==> src/hw/axi_xbar_pkg.sv <==
/* AXI4 field widths shared by the crossbar RTL and its testbench.
   Referenced by scoped name from each file that needs them. */
`default_nettype none

package axi_xbar_pkg;

    localparam int id_width    = 4;
    localparam int addr_width  = 64;
    localparam int data_width  = 64;
    // one strobe bit per data byte
    localparam int strb_width  = data_width / 8;
    localparam int len_width   = 8;
    localparam int size_width  = 3;
    localparam int burst_width = 2;
    localparam int prot_width  = 3;
    localparam int resp_width  = 2;

endpackage

`default_nettype wire

==> src/hw/port_select.sv <==
/* Turns reset and the write/read select words into a granted lane and an
   active flag per direction. Lowest set bit wins. */
`timescale 1ns/1ps
`default_nettype none

module port_select #(
    parameter int slave_count = 3
) (
    input  logic                   reset,
    input  logic [slave_count-1:0] wr_select,
    input  logic [slave_count-1:0] rd_select,
    output logic [(slave_count > 1 ? $clog2(slave_count) : 1)-1:0] wr_lane,
    output logic                   wr_active,
    output logic [(slave_count > 1 ? $clog2(slave_count) : 1)-1:0] rd_lane,
    output logic                   rd_active
);

    localparam int lane_width = slave_count > 1 ? $clog2(slave_count) : 1;

    // msb is the active flag and the rest is the lane index
    function automatic logic [lane_width:0] encode(input logic [slave_count-1:0] sel);
        logic [lane_width:0] result;
        result = '0;
        // walk down so the lowest set bit is written last
        for (int i = slave_count - 1; i >= 0; i--) begin
            if (sel[i]) begin
                result = {1'b1, lane_width'(i)};
            end
        end
        return result;
    endfunction

    always_comb begin
        if (reset) begin
            {wr_active, wr_lane} = '0;
            {rd_active, rd_lane} = '0;
        end else begin
            {wr_active, wr_lane} = encode(wr_select);
            {rd_active, rd_lane} = encode(rd_select);
        end
    end

endmodule

`default_nettype wire

==> src/hw/write_router.sv <==
/* Fans the master AW and W channels out to the granted slave lane and
   merges that lane's B response back. Idle values when no lane is active. */
`timescale 1ns/1ps
`default_nettype none

module write_router #(
    parameter int slave_count = 3
) (
    input  logic [(slave_count > 1 ? $clog2(slave_count) : 1)-1:0] wr_lane,
    input  logic wr_active,

    input  logic [axi_xbar_pkg::id_width-1:0]    master_aw_id,
    input  logic [axi_xbar_pkg::addr_width-1:0]  master_aw_addr,
    input  logic [axi_xbar_pkg::len_width-1:0]   master_aw_len,
    input  logic [axi_xbar_pkg::size_width-1:0]  master_aw_size,
    input  logic [axi_xbar_pkg::burst_width-1:0] master_aw_burst,
    input  logic [axi_xbar_pkg::prot_width-1:0]  master_aw_prot,
    input  logic                                 master_aw_valid,
    output logic                                 master_aw_ready,
    input  logic [axi_xbar_pkg::data_width-1:0]  master_w_data,
    input  logic [axi_xbar_pkg::strb_width-1:0]  master_w_strb,
    input  logic                                 master_w_last,
    input  logic                                 master_w_valid,
    output logic                                 master_w_ready,
    output logic [axi_xbar_pkg::id_width-1:0]    master_b_id,
    output logic [axi_xbar_pkg::resp_width-1:0]  master_b_resp,
    output logic                                 master_b_valid,
    input  logic                                 master_b_ready,

    output logic [slave_count*axi_xbar_pkg::id_width-1:0]    slave_aw_id,
    output logic [slave_count*axi_xbar_pkg::addr_width-1:0]  slave_aw_addr,
    output logic [slave_count*axi_xbar_pkg::len_width-1:0]   slave_aw_len,
    output logic [slave_count*axi_xbar_pkg::size_width-1:0]  slave_aw_size,
    output logic [slave_count*axi_xbar_pkg::burst_width-1:0] slave_aw_burst,
    output logic [slave_count*axi_xbar_pkg::prot_width-1:0]  slave_aw_prot,
    output logic [slave_count-1:0]                           slave_aw_valid,
    input  logic [slave_count-1:0]                           slave_aw_ready,
    output logic [slave_count*axi_xbar_pkg::data_width-1:0]  slave_w_data,
    output logic [slave_count*axi_xbar_pkg::strb_width-1:0]  slave_w_strb,
    output logic [slave_count-1:0]                           slave_w_last,
    output logic [slave_count-1:0]                           slave_w_valid,
    input  logic [slave_count-1:0]                           slave_w_ready,
    input  logic [slave_count*axi_xbar_pkg::id_width-1:0]    slave_b_id,
    input  logic [slave_count*axi_xbar_pkg::resp_width-1:0]  slave_b_resp,
    input  logic [slave_count-1:0]                           slave_b_valid,
    output logic [slave_count-1:0]                           slave_b_ready
);

    localparam int id_w    = axi_xbar_pkg::id_width;
    localparam int addr_w  = axi_xbar_pkg::addr_width;
    localparam int len_w   = axi_xbar_pkg::len_width;
    localparam int size_w  = axi_xbar_pkg::size_width;
    localparam int burst_w = axi_xbar_pkg::burst_width;
    localparam int prot_w  = axi_xbar_pkg::prot_width;
    localparam int data_w  = axi_xbar_pkg::data_width;
    localparam int strb_w  = axi_xbar_pkg::strb_width;
    localparam int resp_w  = axi_xbar_pkg::resp_width;

    always_comb begin
        // non-granted lanes stay at zero
        slave_aw_id    = '0;
        slave_aw_addr  = '0;
        slave_aw_len   = '0;
        slave_aw_size  = '0;
        slave_aw_burst = '0;
        slave_aw_prot  = '0;
        slave_aw_valid = '0;
        slave_w_data   = '0;
        slave_w_strb   = '0;
        slave_w_last   = '0;
        slave_w_valid  = '0;
        slave_b_ready  = '0;

        // idle absorbs requests and gives no response
        master_aw_ready = 1'b1;
        master_w_ready  = 1'b1;
        master_b_id     = '0;
        master_b_resp   = '0;
        master_b_valid  = 1'b0;

        if (wr_active) begin
            slave_aw_id[wr_lane*id_w +: id_w]          = master_aw_id;
            slave_aw_addr[wr_lane*addr_w +: addr_w]    = master_aw_addr;
            slave_aw_len[wr_lane*len_w +: len_w]       = master_aw_len;
            slave_aw_size[wr_lane*size_w +: size_w]    = master_aw_size;
            slave_aw_burst[wr_lane*burst_w +: burst_w] = master_aw_burst;
            slave_aw_prot[wr_lane*prot_w +: prot_w]    = master_aw_prot;
            slave_aw_valid[wr_lane]                    = master_aw_valid;
            slave_w_data[wr_lane*data_w +: data_w]     = master_w_data;
            slave_w_strb[wr_lane*strb_w +: strb_w]     = master_w_strb;
            slave_w_last[wr_lane]                      = master_w_last;
            slave_w_valid[wr_lane]                     = master_w_valid;
            slave_b_ready[wr_lane]                     = master_b_ready;

            master_aw_ready = slave_aw_ready[wr_lane];
            master_w_ready  = slave_w_ready[wr_lane];
            master_b_id     = slave_b_id[wr_lane*id_w +: id_w];
            master_b_resp   = slave_b_resp[wr_lane*resp_w +: resp_w];
            master_b_valid  = slave_b_valid[wr_lane];
        end
    end

endmodule

`default_nettype wire

==> src/hw/read_router.sv <==
/* Fans the master AR channel out to the granted slave lane and merges that
   lane's R channel back. Idle values when no lane is active. */
`timescale 1ns/1ps
`default_nettype none

module read_router #(
    parameter int slave_count = 3
) (
    input  logic [(slave_count > 1 ? $clog2(slave_count) : 1)-1:0] rd_lane,
    input  logic rd_active,

    input  logic [axi_xbar_pkg::id_width-1:0]    master_ar_id,
    input  logic [axi_xbar_pkg::addr_width-1:0]  master_ar_addr,
    input  logic [axi_xbar_pkg::len_width-1:0]   master_ar_len,
    input  logic [axi_xbar_pkg::size_width-1:0]  master_ar_size,
    input  logic [axi_xbar_pkg::burst_width-1:0] master_ar_burst,
    input  logic [axi_xbar_pkg::prot_width-1:0]  master_ar_prot,
    input  logic                                 master_ar_valid,
    output logic                                 master_ar_ready,
    output logic [axi_xbar_pkg::id_width-1:0]    master_r_id,
    output logic [axi_xbar_pkg::data_width-1:0]  master_r_data,
    output logic [axi_xbar_pkg::resp_width-1:0]  master_r_resp,
    output logic                                 master_r_last,
    output logic                                 master_r_valid,
    input  logic                                 master_r_ready,

    output logic [slave_count*axi_xbar_pkg::id_width-1:0]    slave_ar_id,
    output logic [slave_count*axi_xbar_pkg::addr_width-1:0]  slave_ar_addr,
    output logic [slave_count*axi_xbar_pkg::len_width-1:0]   slave_ar_len,
    output logic [slave_count*axi_xbar_pkg::size_width-1:0]  slave_ar_size,
    output logic [slave_count*axi_xbar_pkg::burst_width-1:0] slave_ar_burst,
    output logic [slave_count*axi_xbar_pkg::prot_width-1:0]  slave_ar_prot,
    output logic [slave_count-1:0]                           slave_ar_valid,
    input  logic [slave_count-1:0]                           slave_ar_ready,
    input  logic [slave_count*axi_xbar_pkg::id_width-1:0]    slave_r_id,
    input  logic [slave_count*axi_xbar_pkg::data_width-1:0]  slave_r_data,
    input  logic [slave_count*axi_xbar_pkg::resp_width-1:0]  slave_r_resp,
    input  logic [slave_count-1:0]                           slave_r_last,
    input  logic [slave_count-1:0]                           slave_r_valid,
    output logic [slave_count-1:0]                           slave_r_ready
);

    localparam int id_w    = axi_xbar_pkg::id_width;
    localparam int addr_w  = axi_xbar_pkg::addr_width;
    localparam int len_w   = axi_xbar_pkg::len_width;
    localparam int size_w  = axi_xbar_pkg::size_width;
    localparam int burst_w = axi_xbar_pkg::burst_width;
    localparam int prot_w  = axi_xbar_pkg::prot_width;
    localparam int data_w  = axi_xbar_pkg::data_width;
    localparam int resp_w  = axi_xbar_pkg::resp_width;

    always_comb begin
        slave_ar_id    = '0;
        slave_ar_addr  = '0;
        slave_ar_len   = '0;
        slave_ar_size  = '0;
        slave_ar_burst = '0;
        slave_ar_prot  = '0;
        slave_ar_valid = '0;
        slave_r_ready  = '0;

        // idle accepts ar and never presents a read beat
        master_ar_ready = 1'b1;
        master_r_id     = '0;
        master_r_data   = '0;
        master_r_resp   = '0;
        master_r_last   = 1'b0;
        master_r_valid  = 1'b0;

        if (rd_active) begin
            slave_ar_id[rd_lane*id_w +: id_w]          = master_ar_id;
            slave_ar_addr[rd_lane*addr_w +: addr_w]    = master_ar_addr;
            slave_ar_len[rd_lane*len_w +: len_w]       = master_ar_len;
            slave_ar_size[rd_lane*size_w +: size_w]    = master_ar_size;
            slave_ar_burst[rd_lane*burst_w +: burst_w] = master_ar_burst;
            slave_ar_prot[rd_lane*prot_w +: prot_w]    = master_ar_prot;
            slave_ar_valid[rd_lane]                    = master_ar_valid;
            slave_r_ready[rd_lane]                     = master_r_ready;

            master_ar_ready = slave_ar_ready[rd_lane];
            master_r_id     = slave_r_id[rd_lane*id_w +: id_w];
            master_r_data   = slave_r_data[rd_lane*data_w +: data_w];
            master_r_resp   = slave_r_resp[rd_lane*resp_w +: resp_w];
            master_r_last   = slave_r_last[rd_lane];
            master_r_valid  = slave_r_valid[rd_lane];
        end
    end

endmodule

`default_nettype wire

==> src/hw/axi_crossbar.sv <==
/* AXI4 one-master crossbar top. Write and read select words steer the
   channels to one slave lane each, purely combinational. */
`timescale 1ns/1ps
`default_nettype none

module axi_crossbar #(
    parameter int slave_count = 3
) (
    input  logic                   reset,
    input  logic [slave_count-1:0] wr_select,
    input  logic [slave_count-1:0] rd_select,

    input  logic [axi_xbar_pkg::id_width-1:0]    master_aw_id,
    input  logic [axi_xbar_pkg::addr_width-1:0]  master_aw_addr,
    input  logic [axi_xbar_pkg::len_width-1:0]   master_aw_len,
    input  logic [axi_xbar_pkg::size_width-1:0]  master_aw_size,
    input  logic [axi_xbar_pkg::burst_width-1:0] master_aw_burst,
    input  logic [axi_xbar_pkg::prot_width-1:0]  master_aw_prot,
    input  logic                                 master_aw_valid,
    output logic                                 master_aw_ready,
    input  logic [axi_xbar_pkg::data_width-1:0]  master_w_data,
    input  logic [axi_xbar_pkg::strb_width-1:0]  master_w_strb,
    input  logic                                 master_w_last,
    input  logic                                 master_w_valid,
    output logic                                 master_w_ready,
    output logic [axi_xbar_pkg::id_width-1:0]    master_b_id,
    output logic [axi_xbar_pkg::resp_width-1:0]  master_b_resp,
    output logic                                 master_b_valid,
    input  logic                                 master_b_ready,

    input  logic [axi_xbar_pkg::id_width-1:0]    master_ar_id,
    input  logic [axi_xbar_pkg::addr_width-1:0]  master_ar_addr,
    input  logic [axi_xbar_pkg::len_width-1:0]   master_ar_len,
    input  logic [axi_xbar_pkg::size_width-1:0]  master_ar_size,
    input  logic [axi_xbar_pkg::burst_width-1:0] master_ar_burst,
    input  logic [axi_xbar_pkg::prot_width-1:0]  master_ar_prot,
    input  logic                                 master_ar_valid,
    output logic                                 master_ar_ready,
    output logic [axi_xbar_pkg::id_width-1:0]    master_r_id,
    output logic [axi_xbar_pkg::data_width-1:0]  master_r_data,
    output logic [axi_xbar_pkg::resp_width-1:0]  master_r_resp,
    output logic                                 master_r_last,
    output logic                                 master_r_valid,
    input  logic                                 master_r_ready,

    // slave side with lane k in slice k
    output logic [slave_count*axi_xbar_pkg::id_width-1:0]    slave_aw_id,
    output logic [slave_count*axi_xbar_pkg::addr_width-1:0]  slave_aw_addr,
    output logic [slave_count*axi_xbar_pkg::len_width-1:0]   slave_aw_len,
    output logic [slave_count*axi_xbar_pkg::size_width-1:0]  slave_aw_size,
    output logic [slave_count*axi_xbar_pkg::burst_width-1:0] slave_aw_burst,
    output logic [slave_count*axi_xbar_pkg::prot_width-1:0]  slave_aw_prot,
    output logic [slave_count-1:0]                           slave_aw_valid,
    input  logic [slave_count-1:0]                           slave_aw_ready,
    output logic [slave_count*axi_xbar_pkg::data_width-1:0]  slave_w_data,
    output logic [slave_count*axi_xbar_pkg::strb_width-1:0]  slave_w_strb,
    output logic [slave_count-1:0]                           slave_w_last,
    output logic [slave_count-1:0]                           slave_w_valid,
    input  logic [slave_count-1:0]                           slave_w_ready,
    input  logic [slave_count*axi_xbar_pkg::id_width-1:0]    slave_b_id,
    input  logic [slave_count*axi_xbar_pkg::resp_width-1:0]  slave_b_resp,
    input  logic [slave_count-1:0]                           slave_b_valid,
    output logic [slave_count-1:0]                           slave_b_ready,

    output logic [slave_count*axi_xbar_pkg::id_width-1:0]    slave_ar_id,
    output logic [slave_count*axi_xbar_pkg::addr_width-1:0]  slave_ar_addr,
    output logic [slave_count*axi_xbar_pkg::len_width-1:0]   slave_ar_len,
    output logic [slave_count*axi_xbar_pkg::size_width-1:0]  slave_ar_size,
    output logic [slave_count*axi_xbar_pkg::burst_width-1:0] slave_ar_burst,
    output logic [slave_count*axi_xbar_pkg::prot_width-1:0]  slave_ar_prot,
    output logic [slave_count-1:0]                           slave_ar_valid,
    input  logic [slave_count-1:0]                           slave_ar_ready,
    input  logic [slave_count*axi_xbar_pkg::id_width-1:0]    slave_r_id,
    input  logic [slave_count*axi_xbar_pkg::data_width-1:0]  slave_r_data,
    input  logic [slave_count*axi_xbar_pkg::resp_width-1:0]  slave_r_resp,
    input  logic [slave_count-1:0]                           slave_r_last,
    input  logic [slave_count-1:0]                           slave_r_valid,
    output logic [slave_count-1:0]                           slave_r_ready
);

    localparam int lane_width = slave_count > 1 ? $clog2(slave_count) : 1;

    // granted lane per direction
    logic [lane_width-1:0] wr_lane;
    logic                  wr_active;
    logic [lane_width-1:0] rd_lane;
    logic                  rd_active;

    port_select #(
        .slave_count(slave_count)
    ) i_port_select (.*);

    write_router #(
        .slave_count(slave_count)
    ) i_write_router (.*);

    read_router #(
        .slave_count(slave_count)
    ) i_read_router (.*);

endmodule

`default_nettype wire

==> config.mk <==
export PLATFORM = sky130hd
export DESIGN_NAME = axi_crossbar
export DESIGN_NICKNAME = d
export VERILOG_FILES = /design/src/hw/axi_xbar_pkg.sv /design/src/hw/port_select.sv /design/src/hw/write_router.sv /design/src/hw/read_router.sv /design/src/hw/axi_crossbar.sv
export SDC_FILE = /design/constraint.sdc
export NUM_CORES = 1
export LEC_CHECK = 0
export BUFFER_PORTS_ARGS = -buffer_cell sky130_fd_sc_hd__buf_2
export CORE_AREA = 4 4 510 512
export DETAILED_ROUTE_END_ITERATION = 8
export DIE_AREA = 0 0 514 516
export PLACE_DENSITY = 0.3
export SLEW_MARGIN = 0
export SYNTH_ARGS = -nofsm -noshare
export SYNTH_HDL_FRONTEND = slang
export SYNTH_SLANG_ARGS = --single-unit
==> constraint.sdc <==
create_clock -name vclk -period 3.8
set_clock_uncertainty 0.2 [all_clocks]
set_input_delay 0.57 -clock vclk [all_inputs]
set_output_delay 0.57 -clock vclk [all_outputs]
set_load 0.01 [all_outputs]
# == Yosys cells after proc, flatten, opt, wreduce, memory -nomap -nowiden ==
# Index checks and enable logic that the tools add are counted.
# op_classes
n_mux,57
n_shift,29
mul,2
reduce_logical,2
add_sub_neg,10
bitwise_logic,20
n_lt_le_gt_ge,4
# op_table
op,count
$and 192x192->192,3
$mux 192,3
$shiftx 64x34->192,3
$shift 64x34->192 const A,2
$shiftx 192x9->64,1
$neg 4->34,4
$shiftx 3x34->9,4
$shiftx 8x34->24,3
$and 24x24->24,3
$mux 24,3
$neg 3->34,2
$neg 5->34,2
$neg 8->34,2
$shift 2x34->6 const A,2
$shift 3x34->9 const A,2
$shift 4x34->12 const A,2
$shift 8x34->24 const A,2
$shiftx 2x34->6,2
$shiftx 4x34->12,2
$mux 64,1
$and 9x9->9,4
$mux 3,12
$mux 9,4
$and 12x12->12,2
other kinds (15),54
# word_totals
regBits,0

# == Longest topological paths before layout ==
# logic_depth
ltp_word,10
ltp_mapped,9

# == Modules after synthesis ==
# Synthesis repeated with hierarchy kept, for this count alone.
# unflattened
cells_unflattened,1219
area_unflattened_um2,7693.6
# modules_own_cells
mod,area_per_inst_um2,instances,seq_area_each_um2,cells_each
read_router,4007.6,1,0.0,630
write_router,3623.5,1,0.0,581
port_select,62.6,1,0.0,8

# == Least setup slack after synthesis ==
# OpenSTA, ideal clock, no wires.
# synth_timing
path_type,input -> output
start,input port reset
end,output port slave_ar_addr[118] (netlist bit)
path_buffers,4
stages,9
t_required_ps,3030
path_slack_ps,39
t_arrival_ps,2991
cell_sequence,or4b_1 > clkbuf_1 > clkbuf_1 > ha_1 > nand4b_1 > nor3_1 > clkbuf_1 > clkbuf_1 > and2_1
# synth_between
elab_chain_len,5
word_cells_on_any_way,7
cone_classes,add/sub (1); shift (2); mux (3); bitwise (1)
# synth_lines
element,line_no,source
start: declaration,axi_crossbar.sv:9,"input logic reset,"
$mux 2,port_select.sv:34,if (reset) begin
$neg 8->34,read_router.sv:72,slave_ar_addr[rd_lane*addr_w +: addr_w] = master_ar_addr;
$shiftx 64x34->192 or $shift 64x34->192 (tied branches),read_router.sv:72,
$and 192x192->192 (no source line),n/a,
$mux 192 (*),read_router.sv:70,if (rd_active) begin
end: declaration,axi_crossbar.sv:66,"output logic [slave_count*axi_xbar_pkg::addr_width-1:0] slave_ar_addr,"
# Every way passes the cells marked *; elsewhere a longest branch is shown, timed or not.

# == Final worst setup path ==
# layout_timing
start,input port reset
end,output port slave_ar_addr[90] (netlist bit)
# Same word-level chain as after synthesis.

==> flow_summary.toml <==
[synth]
netlist_top_cells_area = "and2_1, a311oi_1, nand2_1, nor2_1, clkbuf_1"
synth_top_cell_by_area = "and2_1"
ys_seq_area_share_pct = 0
synth_area_per_cell_um2 = 5.84
yosysTopAreaCellShare_pct = 63.5
syn_inst = 1221
yosysWarnings = 0
syn-num-nets = 1728
syn_area_um2 = 7140
synth_cell_type_count = 33

[timing]
timing.fmax_mhz = 269
worst_pin_slew_ns = 0.617
fin_crit_ns = 3.72
rsz0062_at_grt = "true"
final-setup-viol-count = 0
worst_slack_ns = 0.0794
final-hold-violation-count = 0
slew_violations = 0
max_slew_margin_pct = 58.5
whs_ns = 1.25
post-route-period-util_pct = 97.9

[final_layout]
drive_gt1_share_pct = 57.3
fillers = 30500
final_area_um2 = 20100
areaGrowthSynthToFinish_pct = 181
finalNetCount = 3036
fin_util_pct = 7.85
seqCellArea_um2 = 0
clockBufferCount = 0
seq_cell_count = 0

[placement]
place_hpwl_um = 164000
numPortBuffers = 1319
pre_cts_ws_ns = -0.151
place_area_um2 = 19500
routabilityCongestion = 0.944

[setup_path]
slowest_delay_ns = 0.54
path_common_cell = "buf_4"
critPathTopFamily = "simple AND/OR/NAND/NOR gates"
path_cells = "buf_4 -> buf_4 -> or4b_4 -> ha_4 -> nand4b_1 -> nor3_4 -> buf_6 -> buf_12 -> bufbuf_16 -> and2_1 -> buf_2"
crit_required_ns = 3.03
crit_type = "in2out"
worst-path-buf-inv = 6
crit_arrival_ns = 2.95
crit_slowest_cell = "or4b_4"
cp-end-kind = "primary output"
critPathMaxFanout = 11
start_kind = "primary input"

[power]
max-vdd-ir-drop_mv = 0.0348
p_leak_nw = 10.4
power_density_nw_per_um2 = 84.8
finalPower_mw = 1.70

[grt]
grt.overflow.total = 0
track_usage_pct = 12.4
grt_start_max_net_pins = 83
antenna_found_initial = 187
grt_pass1_wl_um = 205000
grt_pass1_vias = 14900

[min_path]
hold_class = "in2out"

[clock_network]
cts_hold_buffers = 0

[drt]
wl_um = 177000
viasPerCell = 2.60
drc = 0
first_pass_iters = 7
initialDrtViolationCount = 781
wl_per_cell_um = 29.7
vias = 15500
ant_nets = 0

[floorplan]
die_w_um = 514
num_rows = 186
core_area_um2 = 256000
initial_core_util_pct = 2.79
ios = 1319
dieArea_um2 = 265000
dieHeight_um = 516

[run_status]
outcome = "finished clean"

[flow_run]
maxCapViolCount = 0
## cell usage in the layout, fill, tap and decap left out, types with 2 or more instances in the layout
cell and instances:
a211oi_1 11, a311oi_1 71, and2_1 721, and2_2 2, and3_1 15, buf_12 95, buf_16 3, buf_2 1252
buf_4 64, buf_6 5, bufbuf_16 3, clkbuf_16 3, diode_2 56, ha_1 5, ha_4 2, inv_1 4
mux2i_1 7, nand2_1 144, nand2b_1 3, nor2_1 86, nor3_1 2, nor3_4 2, nor4bb_1 3, o21ai_0 3
or3b_4 2, or4b_4 2
## cells in the mapped netlist (all sizes together)
library cell  count
a2111oi           1
nor2             86
nand2           144
nand4b            1
mux2i             7
and2            724
nor4bb            3
or4b              2
and4              1
buf              18
a211oi           12
or3b              2
nand2b            3
a311oi           72
ha                8
nor2b             1
and3             15
nand3b            1
nor4              1
nor3              4
inv               7
or2               2
o21ai             3
clkbuf          102
o211a             1
## timing repair
| item | 4_1_cts | 5_1_grt |
|---|---|---|
| buffers inserted | 10 | 2 |
| setup endpoints to repair | 339 | 173 |
| gates cloned | 3 | 3 |
| resized for setup | 12 | 9 |
| pin swaps | 4 | 2 |
## path summary, 6_finish.rpt
| kind | startpoint | end | slack, ns | depth (start not counted) |
|---|---|---|---|---|
| setup / recovery | reset | slave_ar_addr[90] | 0.08 | 11 |
| hold / removal | master_aw_addr[50] | slave_aw_addr[50] | 1.25 | 3 |
## layout make-up
| class | count | area [um2] | share of cell area (%) |
|---|---|---|---|
| well taps | 3384 | 4230 | 21.1 |
| inverters | 7 | 30.0 | 0.150 |
| repair buffers | 1426 | 8970 | 44.7 |
| multi-input cells | 1094 | 6700 | 33.4 |
| diodes | 56 | 140 | 0.698 |
## where the power goes
group	switching [mW]	leakage (nW)	total (mW)	internal (mW)
sequential	0	0	0	0
combinational	1.11	10.4	1.70	0.589
clock	0	0.000354	0.00000101	0.00000101
total	1.11	10.4	1.70	0.589
## per-stage QoR
stage	std cells	setup TNS, ns
2_1_floorplan	1221	0
3_3_place_gp	5893	-8.09
3_5_place_dp	5893	-13.76
4_1_cts	5906	0
5_1_grt	5935	-0.00105
6_report	5967	0
## routing by layer
layer / routed length, um / global-route usage (%)
met2: 86800 / 22.3
met5: 257 / 0
met1: 68300 / 14.5
met3: 15800 / 3.41
met4: 5950 / 2.91
## cells by family (layout without fill, tap and decap cells)
kind of cell             after synthesis  after routing  synth area share [%]
buffers and inverters                127           1433                  7.50
other                                  0             56                     0
AO/OA/AOI/OAI                         89             89                  10.7
AND/OR/NAND/NOR                      990            990                  79.4
multiplexers                           7              7                 0.982
adder cells (fa/ha/maj)                8              8                  1.40
## worst min-delay path: cells and delay by family
kind,cells,cell delay [ns]
buf+inv,2,0.21
simple gates,1,0.10
No activity file was read; power rests on OpenSTA's default activity.
